$ cat src/rtl/video_macros.svh
`ifndef VIDEO_MACROS_SVH
`define VIDEO_MACROS_SVH

// raster geometry, one pixel per fclk cycle

// horizontal timing in fclk cycles
`define H_TOTAL      448
`define H_VISIBLE    320
`define HSYNC_START  352
`define HSYNC_END    384

// vertical timing in lines
`define V_TOTAL      312
`define V_VISIBLE    256
`define VSYNC_START  280
`define VSYNC_END    284

// sync windows are half open, start included and end excluded

`endif
$ cat src/rtl/video_pkg.sv
`default_nettype none

package video_pkg;

	// counter widths, wide enough for the line and frame totals
	localparam int HCOUNT_W = 9;
	localparam int VCOUNT_W = 9;

	typedef logic [HCOUNT_W-1:0] hcount_t;
	typedef logic [VCOUNT_W-1:0] vcount_t;

	// one colour channel on the DAC pins
	typedef logic [1:0] rgb2_t;

	localparam rgb2_t RGB2_OFF = 2'b00;

	// a ULA colour bit drives both DAC bits of its channel
	function automatic rgb2_t expand_bit(input logic bit_in);
		rgb2_t chan;
		chan = {bit_in, bit_in};
		return chan;
	endfunction

endpackage

`default_nettype wire

$ cat src/rtl/zbus_pkg.sv
`default_nettype none

package zbus_pkg;

	// one byte on the z80 data bus
	typedef logic [7:0] zdata_t;

	// ULA colour, same bit order as the border port
	typedef logic [2:0] zx_color_t;

	// bit positions inside zx_color_t
	localparam int COLOR_BLUE  = 0;
	localparam int COLOR_RED   = 1;
	localparam int COLOR_GREEN = 2;

	localparam zx_color_t BORDER_BLACK = 3'b000;

	// address bit that selects the ULA when low
	localparam int ULA_DECODE_BIT = 0;

	// fields of the byte written to the ULA port
	localparam int BORDER_MSB = 2;
	localparam int BEEP_BIT   = 4;

endpackage

`default_nettype wire

$ cat src/rtl/zx_video_top.sv
`default_nettype none

module zx_video_top import zbus_pkg::*, video_pkg::*; (
	input  wire        fclk,
	input  wire        rst,

	// z80
	input  wire        iorq_n,
	input  wire        wr_n,
	input  wire        m1_n,
	input  wire [15:0] a,
	input  wire [7:0]  d,

	// video
	output wire rgb2_t vred,
	output wire rgb2_t vgrn,
	output wire rgb2_t vblu,
	output wire        vhsync,
	output wire        vvsync,
	output wire        vcsync,

	output wire        beep
);

	wire         iowr_s;
	wire         port_lsb;
	wire zdata_t wr_data;

	wire zx_color_t border;

	wire hcount_t hcount;
	wire vcount_t vcount;
	wire          hsync;
	wire          vsync;
	wire          visible;

	// only the ULA decode bit of the address matters here
	zbus_sync zbus_sync (
		.fclk     (fclk),
		.rst      (rst),
		.iorq_n   (iorq_n),
		.wr_n     (wr_n),
		.m1_n     (m1_n),
		.a0       (a[ULA_DECODE_BIT]),
		.d        (d),
		.iowr_s   (iowr_s),
		.port_lsb (port_lsb),
		.wr_data  (wr_data)
	);

	port_decoder port_decoder (
		.fclk     (fclk),
		.rst      (rst),
		.iowr_s   (iowr_s),
		.port_lsb (port_lsb),
		.wr_data  (wr_data),
		.border   (border),
		.beep     (beep)
	);

	video_raster video_raster (
		.fclk     (fclk),
		.rst      (rst),
		.hcount   (hcount),
		.vcount   (vcount),
		.hsync    (hsync),
		.vsync    (vsync),
		.visible  (visible)
	);

	video_mixer video_mixer (
		.fclk     (fclk),
		.rst      (rst),
		.hsync    (hsync),
		.vsync    (vsync),
		.visible  (visible),
		.border   (border),
		.vred     (vred),
		.vgrn     (vgrn),
		.vblu     (vblu),
		.vhsync   (vhsync),
		.vvsync   (vvsync),
		.vcsync   (vcsync)
	);

endmodule

`default_nettype wire

$ cat src/rtl/video_mixer.sv
`default_nettype none

module video_mixer import zbus_pkg::*, video_pkg::*; (
	input  wire            fclk,
	input  wire            rst,
	input  wire            hsync,
	input  wire            vsync,
	input  wire            visible,
	input  wire zx_color_t border,
	output rgb2_t          vred,
	output rgb2_t          vgrn,
	output rgb2_t          vblu,
	output logic           vhsync,
	output logic           vvsync,
	output logic           vcsync
);

	rgb2_t red_next;
	rgb2_t grn_next;
	rgb2_t blu_next;
	logic  csync_next;

	// blank outside the visible area
	assign red_next = visible ? expand_bit(border[COLOR_RED])   : RGB2_OFF;
	assign grn_next = visible ? expand_bit(border[COLOR_GREEN]) : RGB2_OFF;
	assign blu_next = visible ? expand_bit(border[COLOR_BLUE])  : RGB2_OFF;

	assign csync_next = hsync | vsync;

	// every pin leaves a flop
	always_ff @(posedge fclk) begin
		if (rst) begin
			vred   <= RGB2_OFF;
			vgrn   <= RGB2_OFF;
			vblu   <= RGB2_OFF;
			vhsync <= 1'b0;
			vvsync <= 1'b0;
			vcsync <= 1'b0;
		end else begin
			vred   <= red_next;
			vgrn   <= grn_next;
			vblu   <= blu_next;
			vhsync <= hsync;
			vvsync <= vsync;
			vcsync <= csync_next;
		end
	end

endmodule

`default_nettype wire

$ cat src/rtl/video_raster.sv
`include "video_macros.svh"

`default_nettype none

module video_raster import video_pkg::*; (
	input  wire     fclk,
	input  wire     rst,
	output hcount_t hcount,
	output vcount_t vcount,
	output logic    hsync,
	output logic    vsync,
	output logic    visible
);

	logic line_end;
	logic frame_end;
	logic h_active;
	logic v_active;

	assign line_end  = (hcount == hcount_t'(`H_TOTAL - 1));
	assign frame_end = (vcount == vcount_t'(`V_TOTAL - 1));

	// pixel counter, one step per fclk
	always_ff @(posedge fclk) begin
		if (rst) begin
			hcount <= '0;
		end else if (line_end) begin
			hcount <= '0;
		end else begin
			hcount <= hcount + 1'b1;
		end
	end

	// line counter steps on the horizontal wrap
	always_ff @(posedge fclk) begin
		if (rst) begin
			vcount <= '0;
		end else if (line_end) begin
			if (frame_end) begin
				vcount <= '0;
			end else begin
				vcount <= vcount + 1'b1;
			end
		end
	end

	assign hsync = (hcount >= hcount_t'(`HSYNC_START)) &&
	               (hcount <  hcount_t'(`HSYNC_END));
	assign vsync = (vcount >= vcount_t'(`VSYNC_START)) &&
	               (vcount <  vcount_t'(`VSYNC_END));

	// visible area starts at the top left corner
	assign h_active = (hcount < hcount_t'(`H_VISIBLE));
	assign v_active = (vcount < vcount_t'(`V_VISIBLE));
	assign visible  = h_active & v_active;

endmodule

`default_nettype wire

$ cat src/rtl/port_decoder.sv
`default_nettype none

module port_decoder import zbus_pkg::*; (
	input  wire         fclk,
	input  wire         rst,
	input  wire         iowr_s,
	input  wire         port_lsb,
	input  wire zdata_t wr_data,
	output zx_color_t   border,
	output logic        beep
);

	logic      ula_wr;
	zx_color_t border_next;
	logic      beep_next;

	// any even port reaches the ULA
	assign ula_wr = iowr_s & ~port_lsb;

	// bits 3 and 5..7 go nowhere in this slice
	assign border_next = zx_color_t'(wr_data[BORDER_MSB:0]);
	assign beep_next   = wr_data[BEEP_BIT];

	always_ff @(posedge fclk) begin
		if (rst) begin
			border <= BORDER_BLACK;
			beep   <= 1'b0;
		end else if (ula_wr) begin
			border <= border_next;
			beep   <= beep_next;
		end
	end

endmodule

`default_nettype wire

$ cat src/rtl/zbus_sync.sv
`default_nettype none

module zbus_sync import zbus_pkg::*; (
	input  wire         fclk,
	input  wire         rst,

	// raw z80 bus, asynchronous to fclk
	input  wire         iorq_n,
	input  wire         wr_n,
	input  wire         m1_n,
	input  wire         a0,
	input  wire zdata_t d,

	// fclk domain
	output logic        iowr_s,
	output logic        port_lsb,
	output zdata_t      wr_data
);

	// first stage may go metastable
	logic   iorq_n_meta;
	logic   wr_n_meta;
	logic   m1_n_meta;
	logic   a0_meta;
	zdata_t d_meta;

	// second stage, safe to use
	logic   iorq_n_s;
	logic   wr_n_s;
	logic   m1_n_s;
	logic   a0_s;
	zdata_t d_s;

	logic   io_write;
	logic   io_write_q;

	// strobes come out of reset inactive
	always_ff @(posedge fclk) begin
		if (rst) begin
			iorq_n_meta <= 1'b1;
			wr_n_meta   <= 1'b1;
			m1_n_meta   <= 1'b1;
			iorq_n_s    <= 1'b1;
			wr_n_s      <= 1'b1;
			m1_n_s      <= 1'b1;
		end else begin
			iorq_n_meta <= iorq_n;
			wr_n_meta   <= wr_n;
			m1_n_meta   <= m1_n;
			iorq_n_s    <= iorq_n_meta;
			wr_n_s      <= wr_n_meta;
			m1_n_s      <= m1_n_meta;
		end
	end

	always_ff @(posedge fclk) begin
		a0_meta <= a0;
		d_meta  <= d;
		a0_s    <= a0_meta;
		d_s     <= d_meta;
	end

	// io write, not an interrupt acknowledge
	assign io_write = ~iorq_n_s & ~wr_n_s & m1_n_s;

	always_ff @(posedge fclk) begin
		if (rst) begin
			io_write_q <= 1'b0;
			iowr_s     <= 1'b0;
		end else begin
			io_write_q <= io_write;
			iowr_s     <= io_write & ~io_write_q;
		end
	end

	// address and data land with the pulse
	always_ff @(posedge fclk) begin
		port_lsb <= a0_s;
		wr_data  <= d_s;
	end

endmodule

`default_nettype wire

$ cat config.mk
export PLATFORM = sky130hd
export DESIGN_NAME = zx_video_top
export DESIGN_NICKNAME = d
export VERILOG_FILES = /design/src/rtl/video_pkg.sv /design/src/rtl/zbus_pkg.sv /design/src/rtl/zx_video_top.sv /design/src/rtl/video_mixer.sv /design/src/rtl/video_raster.sv /design/src/rtl/port_decoder.sv /design/src/rtl/zbus_sync.sv
export VERILOG_INCLUDE_DIRS = /design/src /design/src/rtl
export SDC_FILE = /design/constraint.sdc
export NUM_CORES = 1
export LEC_CHECK = 0
export ABC_CLOCK_PERIOD_IN_PS = 2100
export BUFFER_PORTS_ARGS = -buffer_cell sky130_fd_sc_hd__buf_2
export CORE_MARGIN = 3
export CORE_UTILIZATION = 38
export DETAILED_ROUTE_END_ITERATION = 8
export GPL_TIMING_DRIVEN = 0
export PLACE_DENSITY = 0.6
export SLEW_MARGIN = 20
export SYNTH_ARGS = -nofsm -noshare
export SYNTH_HDL_FRONTEND = slang
export SYNTH_SLANG_ARGS = --single-unit
export TNS_END_PERCENT = 20
$ cat constraint.sdc
create_clock -name fclk -period 2.1 [get_ports fclk]
set_input_delay 0.21 -clock fclk [delete_from_list [all_inputs] [get_ports fclk]]
set_output_delay 0.21 -clock fclk [all_outputs]
set_load 0.05 [all_outputs]
=== Word-level counts from Yosys, hierarchy flattened ===
Cells that the tools add are included.

* Flip-flop bits (word level): 54
* Output and inout port bits: 10
* Input port bits: 29
* Word-level logic and storage cells: 50

* Equal/unequal tests: 2
* Add/sub/neg operators: 2
* Mux-type cells: 1
* Magnitude comparators: 6
* Reductions and logical operators: 4
* Bitwise gates (word level): 11

{| class="wikitable"
|+ Operators with widths
! cell !! count
|-
| 9-bit less-than comparator, second input constant || 4
|-
| 9-bit by 1-bit adder with 9-bit output, second input constant || 2
|-
| 9-bit == test, second input constant || 2
|-
| 9-bit >= comparator, second input constant || 2
|-
| 9-bit 2-to-1 mux || 1
|-
| 1-bit bitwise AND || 5
|-
| 1-bit inverter || 5
|-
| 2-bit OR reduction || 2
|-
| 1-bit logical AND || 2
|-
| 1-bit bitwise OR || 1
|}

=== Depth between registers and ports, before layout ===
* Depth after elaboration: 4
* Gate-level depth with buffers: 6
* Gate-level depth less buffers: 5

=== Cells and area by module ===
From an unflattened synthesis, not the netlist that was laid out.

* Cells, all modules: 184
* Area total of the unflattened synthesis: 2063.2 um^2

{| class="wikitable"
|+ By module, submodules not included
! module !! cells an instance !! instances !! seq. area each (um^2) !! area each (um^2)
|-
| video_raster || 109 || 1 || 360.3 || 925.9
|-
| zbus_sync || 43 || 1 || 700.7 || 762.0
|-
| video_mixer || 15 || 1 || 120.1 || 191.4
|-
| port_decoder || 17 || 1 || 80.1 || 183.9
|}

=== Least setup slack after synthesis ===
OpenSTA, ideal clock, no wires.

* Kind: reg-to-reg
* Start: register video_raster.hcount[0]
* End: register video_raster.vcount[3]
* Library setup time: 0.071 ns
* Clock period less this slack: 1.794 ns
* Path buffers: 1
* Stages on the path, launching flop included: 7
* Slack: 0.306 ns
* Arrival: 1.723 ns
* Required time: 2.029 ns
* Cell sequence: dfxtp_1 > ha_1 > nand4b_4 > or2_0 > clkbuf_2 > or4_1 > a21oi_1

* Word-level cells in the longest chain between the ends: 1

{| class="wikitable"
|+ Ends and longest elaborated chain
! item !! line !! RTL
|-
| start, declared || video_raster.sv:8 || <nowiki>output hcount_t hcount,</nowiki>
|-
| start signal, assigned || video_raster.sv:30 || <nowiki>hcount <= hcount + 1'b1;</nowiki>
|-
| 9-bit == test || video_raster.sv:20 || <nowiki>assign line_end = (hcount == hcount_t'(`H_TOTAL - 1));</nowiki>
|-
| end signal, assigned || video_raster.sv:42 || <nowiki>vcount <= vcount + 1'b1;</nowiki>
|-
| end, declared || video_raster.sv:9 || <nowiki>output vcount_t vcount,</nowiki>
|}

No other way between the ends.
A chain may end at the register's enable or synchronous reset.

=== Worst setup path after layout ===
Same ends and word-level chain as after synthesis.

==> impl_metrics.py <==
metrics = {
    "clocking": {
        "insertion_delay_ns": 0.31,
        "clk_pin_slew_ns": 0.10,
        "cts_sinks": 51,
        "clockRootBuffer": "clkbuf_8",
        "cts_tree": "built",
        "cts_buffers": 5,
        "cts_htree_levels": 2,
        "clk_path_buf_depth": 2,
    },
    "layout": {
        "nets": 236,
        "regArea_mm2": 0.001021,
        "n_antenna_cell": 0,
        "multiInputGateArea_um2": 696.9,
        "num-fill-cells": 432,
        "fin_cells": 256,
        "drive_above_1_share_pct": 21.57,
        "area_growth_pct": 17.16,
    },
    "synth": {
        "netlist_instances": 172,
        "ys_ff_latch": 51,
        "ys_types": 36,
        "synth_nets": 205,
        "syn_area_mm2": 0.001787,
        "synth_warnings": 0,
        "synth.largest_area_cell": "dfxtp_1",
        "synthTopCellsByArea": "dfxtp_1 (57%), nor2_1 (3.2%), ha_1 (2.8%)",
        "synth.top_cell.area_share_pct": 57.14,
        "seq_area_frac_synth_pct": 57.14,
        "syn_area_per_cell_um2": 10.39,
    },
    "global_route": {
        "antenna_found_initial": 0,
        "grt.overflow.total": 0,
        "grt_first_pass_wirelength_um": 5416,
        "grt_max_degree": 19,
        "grtUsageTotal_pct": 12.92,
        "first_global_vias": 1224,
    },
    "floorplanning": {
        "die_h_um": 74.57,
        "dieArea_mm2": 0.005561,
        "ios": 39,
        "die_x_um": 74.57,
        "num_rows": 24,
        "start_util_pct": 40.20,
        "core_area_mm2": 0.004444,
    },
    "power_and_ir_drop": {
        "p_int_mw": 1.261,
        "switching_share_pct": 22.42,
        "p_sw_mw": 0.3645,
        "ir_worst_vdd_uv": 592.9,
        "p_clk_share_pct": 35.4,
        "leakagePower_nw": 0.8745,
        "p_seq_share_pct": 61.8,
        "cellPowerDensity_mw_per_mm2": 776.6,
        "combPwrFrac_pct": 2.8,
    },
    "critical_path": {
        "path_cells": "ha_1 > nand4b_4 > or2_0 > clkbuf_2 > or4_1 > a21oi_1",
        "startpoint_type": "flop",
        "reg2regPathDepth": 6,
        "cp.required_ns": 2.34,
        "criticalPathCategory": "flop to flop",
        "slowest_delay_ns": 0.51,
        "worst_setup_path_end_kind": "flop",
        "cp_slowest_cell": "or4_1",
        "cp-startpoint": "video_raster.hcount[0]",
        "reg2reg_from": "video_raster.hcount[0]",
        "rrSetupSlack_ns": 0.13,
        "arrival_ns": 2.21,
        "r2r-end": "video_raster.vcount[3]",
        "path_max_fanout": 6,
        "cp-endpoint": "video_raster.vcount[3]",
    },
    "timing": {
        "setup_viol": 0,
        "skew_ns": 0.007731,
        "slew_headroom_pct": 69.35,
        "drv_slew": 0,
        "hold_viol_final": 0,
        "rsz0062_at_grt": "no",
        "worstMarginPinSlew_ns": 0.4535,
        "max_freq_ghz": 0.5070,
        "finalCritPeriodShare_pct": 93.93,
        "fin_setup_tns_ns": 0,
        "period_minus_slack_ns": 1.972,
    },
    "drt": {
        "vias_per_cell": 4.969,
        "wl_per_cell_um": 12.04,
        "dr.first_iter.drc_count": 59,
        "drt_pre_antenna_iters": 4,
        "drt-total-wl_um": 3082,
        "top_layer": "met4",
        "drc": 0,
        "vias": 1272,
        "route.met2.wl_um": 1447,
        "ant_nets": 0,
        "met1Wirelength_um": 1369,
        "met3_length_um": 197,
    },
    "run": {
        "cap_violations": 0,
    },
    "placement": {
        "placed_cells": 243,
        "portBuffers": 19,
        "globalplace.congestion": 0.8030,
        "dp_hpwl_um": 2230,
    },
    "hold_path": {
        "hold_class": "input port to flop",
    },
    "run_status": {
        "status": "finished clean",
    },
}
## power groups by stage
| stage | clock network, mW | logic, mW | registers (mW) |
|---|---|---|---|
| after floorplan | 0 | 0.0230 | 1.02 |
| after global placement | 0 | 0.0377 | 1.03 |
| after detailed placement | 0 | 0.0403 | 1.03 |
| after CTS | 0.594 | 0.0474 | 1.00 |
| after global routing | 0.630 | 0.0531 | 1.01 |
| final | 0.575 | 0.0462 | 1.00 |
## layout by cell type (no fill, tap or decap), types with 2 or more instances in the layout
cell type      Yosys  final
nand4_1            3      3
or2_2              7      7
nand2_1            7      7
xnor2_1            2      2
buf_4              3      3
xor2_1             5      5
o21ai_0            5      5
dlygate4sd3_1      0      5
and3_1             3      3
dfxtp_1           51     51
nor2_1            15     15
inv_1              5      5
clkbuf_8           0      5
clkbuf_1           6      5
ha_1               4      4
clkbuf_2           1      2
mux2i_1            4      4
nand2b_1           2      2
a21oi_1            5      5
nor3_1            10     10
a32o_1             3      3
nand4b_1           2      2
nor2b_1            6      6
inv_6              0      2
buf_2              0     19
nand3_1            9      9
## repair_timing
item | in CTS | in global routing
endpoints found under the setup margin | 0 | 2
gates resized for setup | 0 | 2
setup buffers | 0 | 0
endpoints found under the hold margin | 5 | 0
hold buffers | 5 | 0
## layout make-up
| cell class | count | area share [%] |
|---|---|---|
| buffer | 10 | 2.451 |
| clock buffer | 5 | 3.288 |
| clock inverter | 3 | 1.255 |
| inverter | 5 | 0.8966 |
| multi-input combinational | 106 | 33.29 |
| sequential | 51 | 48.77 |
| tap | 52 | 3.108 |
| timing repair buffer | 24 | 6.934 |
## state kept, by name (all words and copies together), names as in the netlist, 3 cells and up
signal,cells
port_decoder.border,3
zbus_sync.d_meta,4
zbus_sync.wr_data,4
zbus_sync.d_s,4
video_raster.vcount,9
video_raster.hcount,9
## through the flow
stage	hold WS, ns	instance area (µm²)	util, %	setup slack [ns]	power (mW)
after global placement	0.3103	1947	43.81	0.1859	1.063
after floorplan	0.2377	1787	-	0.3064	1.047
after detailed placement	0.3121	1947	43.81	0.1339	1.068
after global routing	0.07612	2093	47.10	0.01956	1.691
final	0.07807	2093	47.10	0.1276	1.626
after CTS	0.07341	2092	47.07	0.1147	1.646
## cell families after synthesis
| family | synth area share (%) |
|---|---|
| AOI/OAI and AO/OA | 5.462 |
| adders and majority gates | 2.801 |
| xor gates and xnor gates | 3.431 |
| muxes | 2.241 |
| and+or+nand+nor | 25.07 |
| DFF | 57.14 |
| buffers and inverters | 3.851 |
## worst max-delay path: cells and delay by family, from the launching register on
family          cells  cell delay [ns]
fa+ha+maj           1             0.34
flops               1             0.43
compound gates      1             0.12
simple gates        3             0.87
buf+inv             1             0.15
## how the worst min path moves through the flow
| stage | from | end | slack (ns) | cells past startpoint |
|---|---|---|---|---|
| 4_1_cts | wr_n | zbus_sync.wr_n_meta | 0.07 | 2 |
| 5_1_grt | wr_n | zbus_sync.wr_n_meta | 0.08 | 2 |
| 3_3_place_gp | zbus_sync.d_s[4] | zbus_sync.wr_data[4] | 0.31 | 0 |
| 6_report | wr_n | zbus_sync.wr_n_meta | 0.08 | 2 |
| 2_1_floorplan | a[0] | zbus_sync.a0_meta | 0.24 | 0 |
| 3_5_place_dp | zbus_sync.d_s[1] | zbus_sync.wr_data[1] | 0.31 | 0 |
## layer usage
layer  global-route usage, %  vias up
li1                        -      644
met5                       0        -
met1                   15.46      579
met2                   21.37       41
met3                   4.189        8
met4                   5.336        0
## Yosys cell counts
master and count:
buf_4 3, nor4bb_1 1, nand3_1 9, o21ai_0 5, or2_0 1, a32o_1 3, nand4b_1 2, or2_2 7
xnor2_1 2, nor2b_1 6, and2_1 1, clkbuf_1 6, a21oi_1 5, nor3_1 10, nand2b_1 2, nand4_2 1
nor4b_1 1, dfxtp_1 51, and4b_1 1, o2bb2ai_1 1, nand4b_4 1, and4_2 1, nor2_1 15, and3_2 1
a311oi_1 1, nand4_1 3, mux2i_1 4, nand2_1 7, or4_1 1, nor3b_1 1, and4b_2 1, xor2_1 5
clkbuf_2 1, inv_1 5, ha_1 4, and3_1 3
Power figures use the tool's default switching activity.
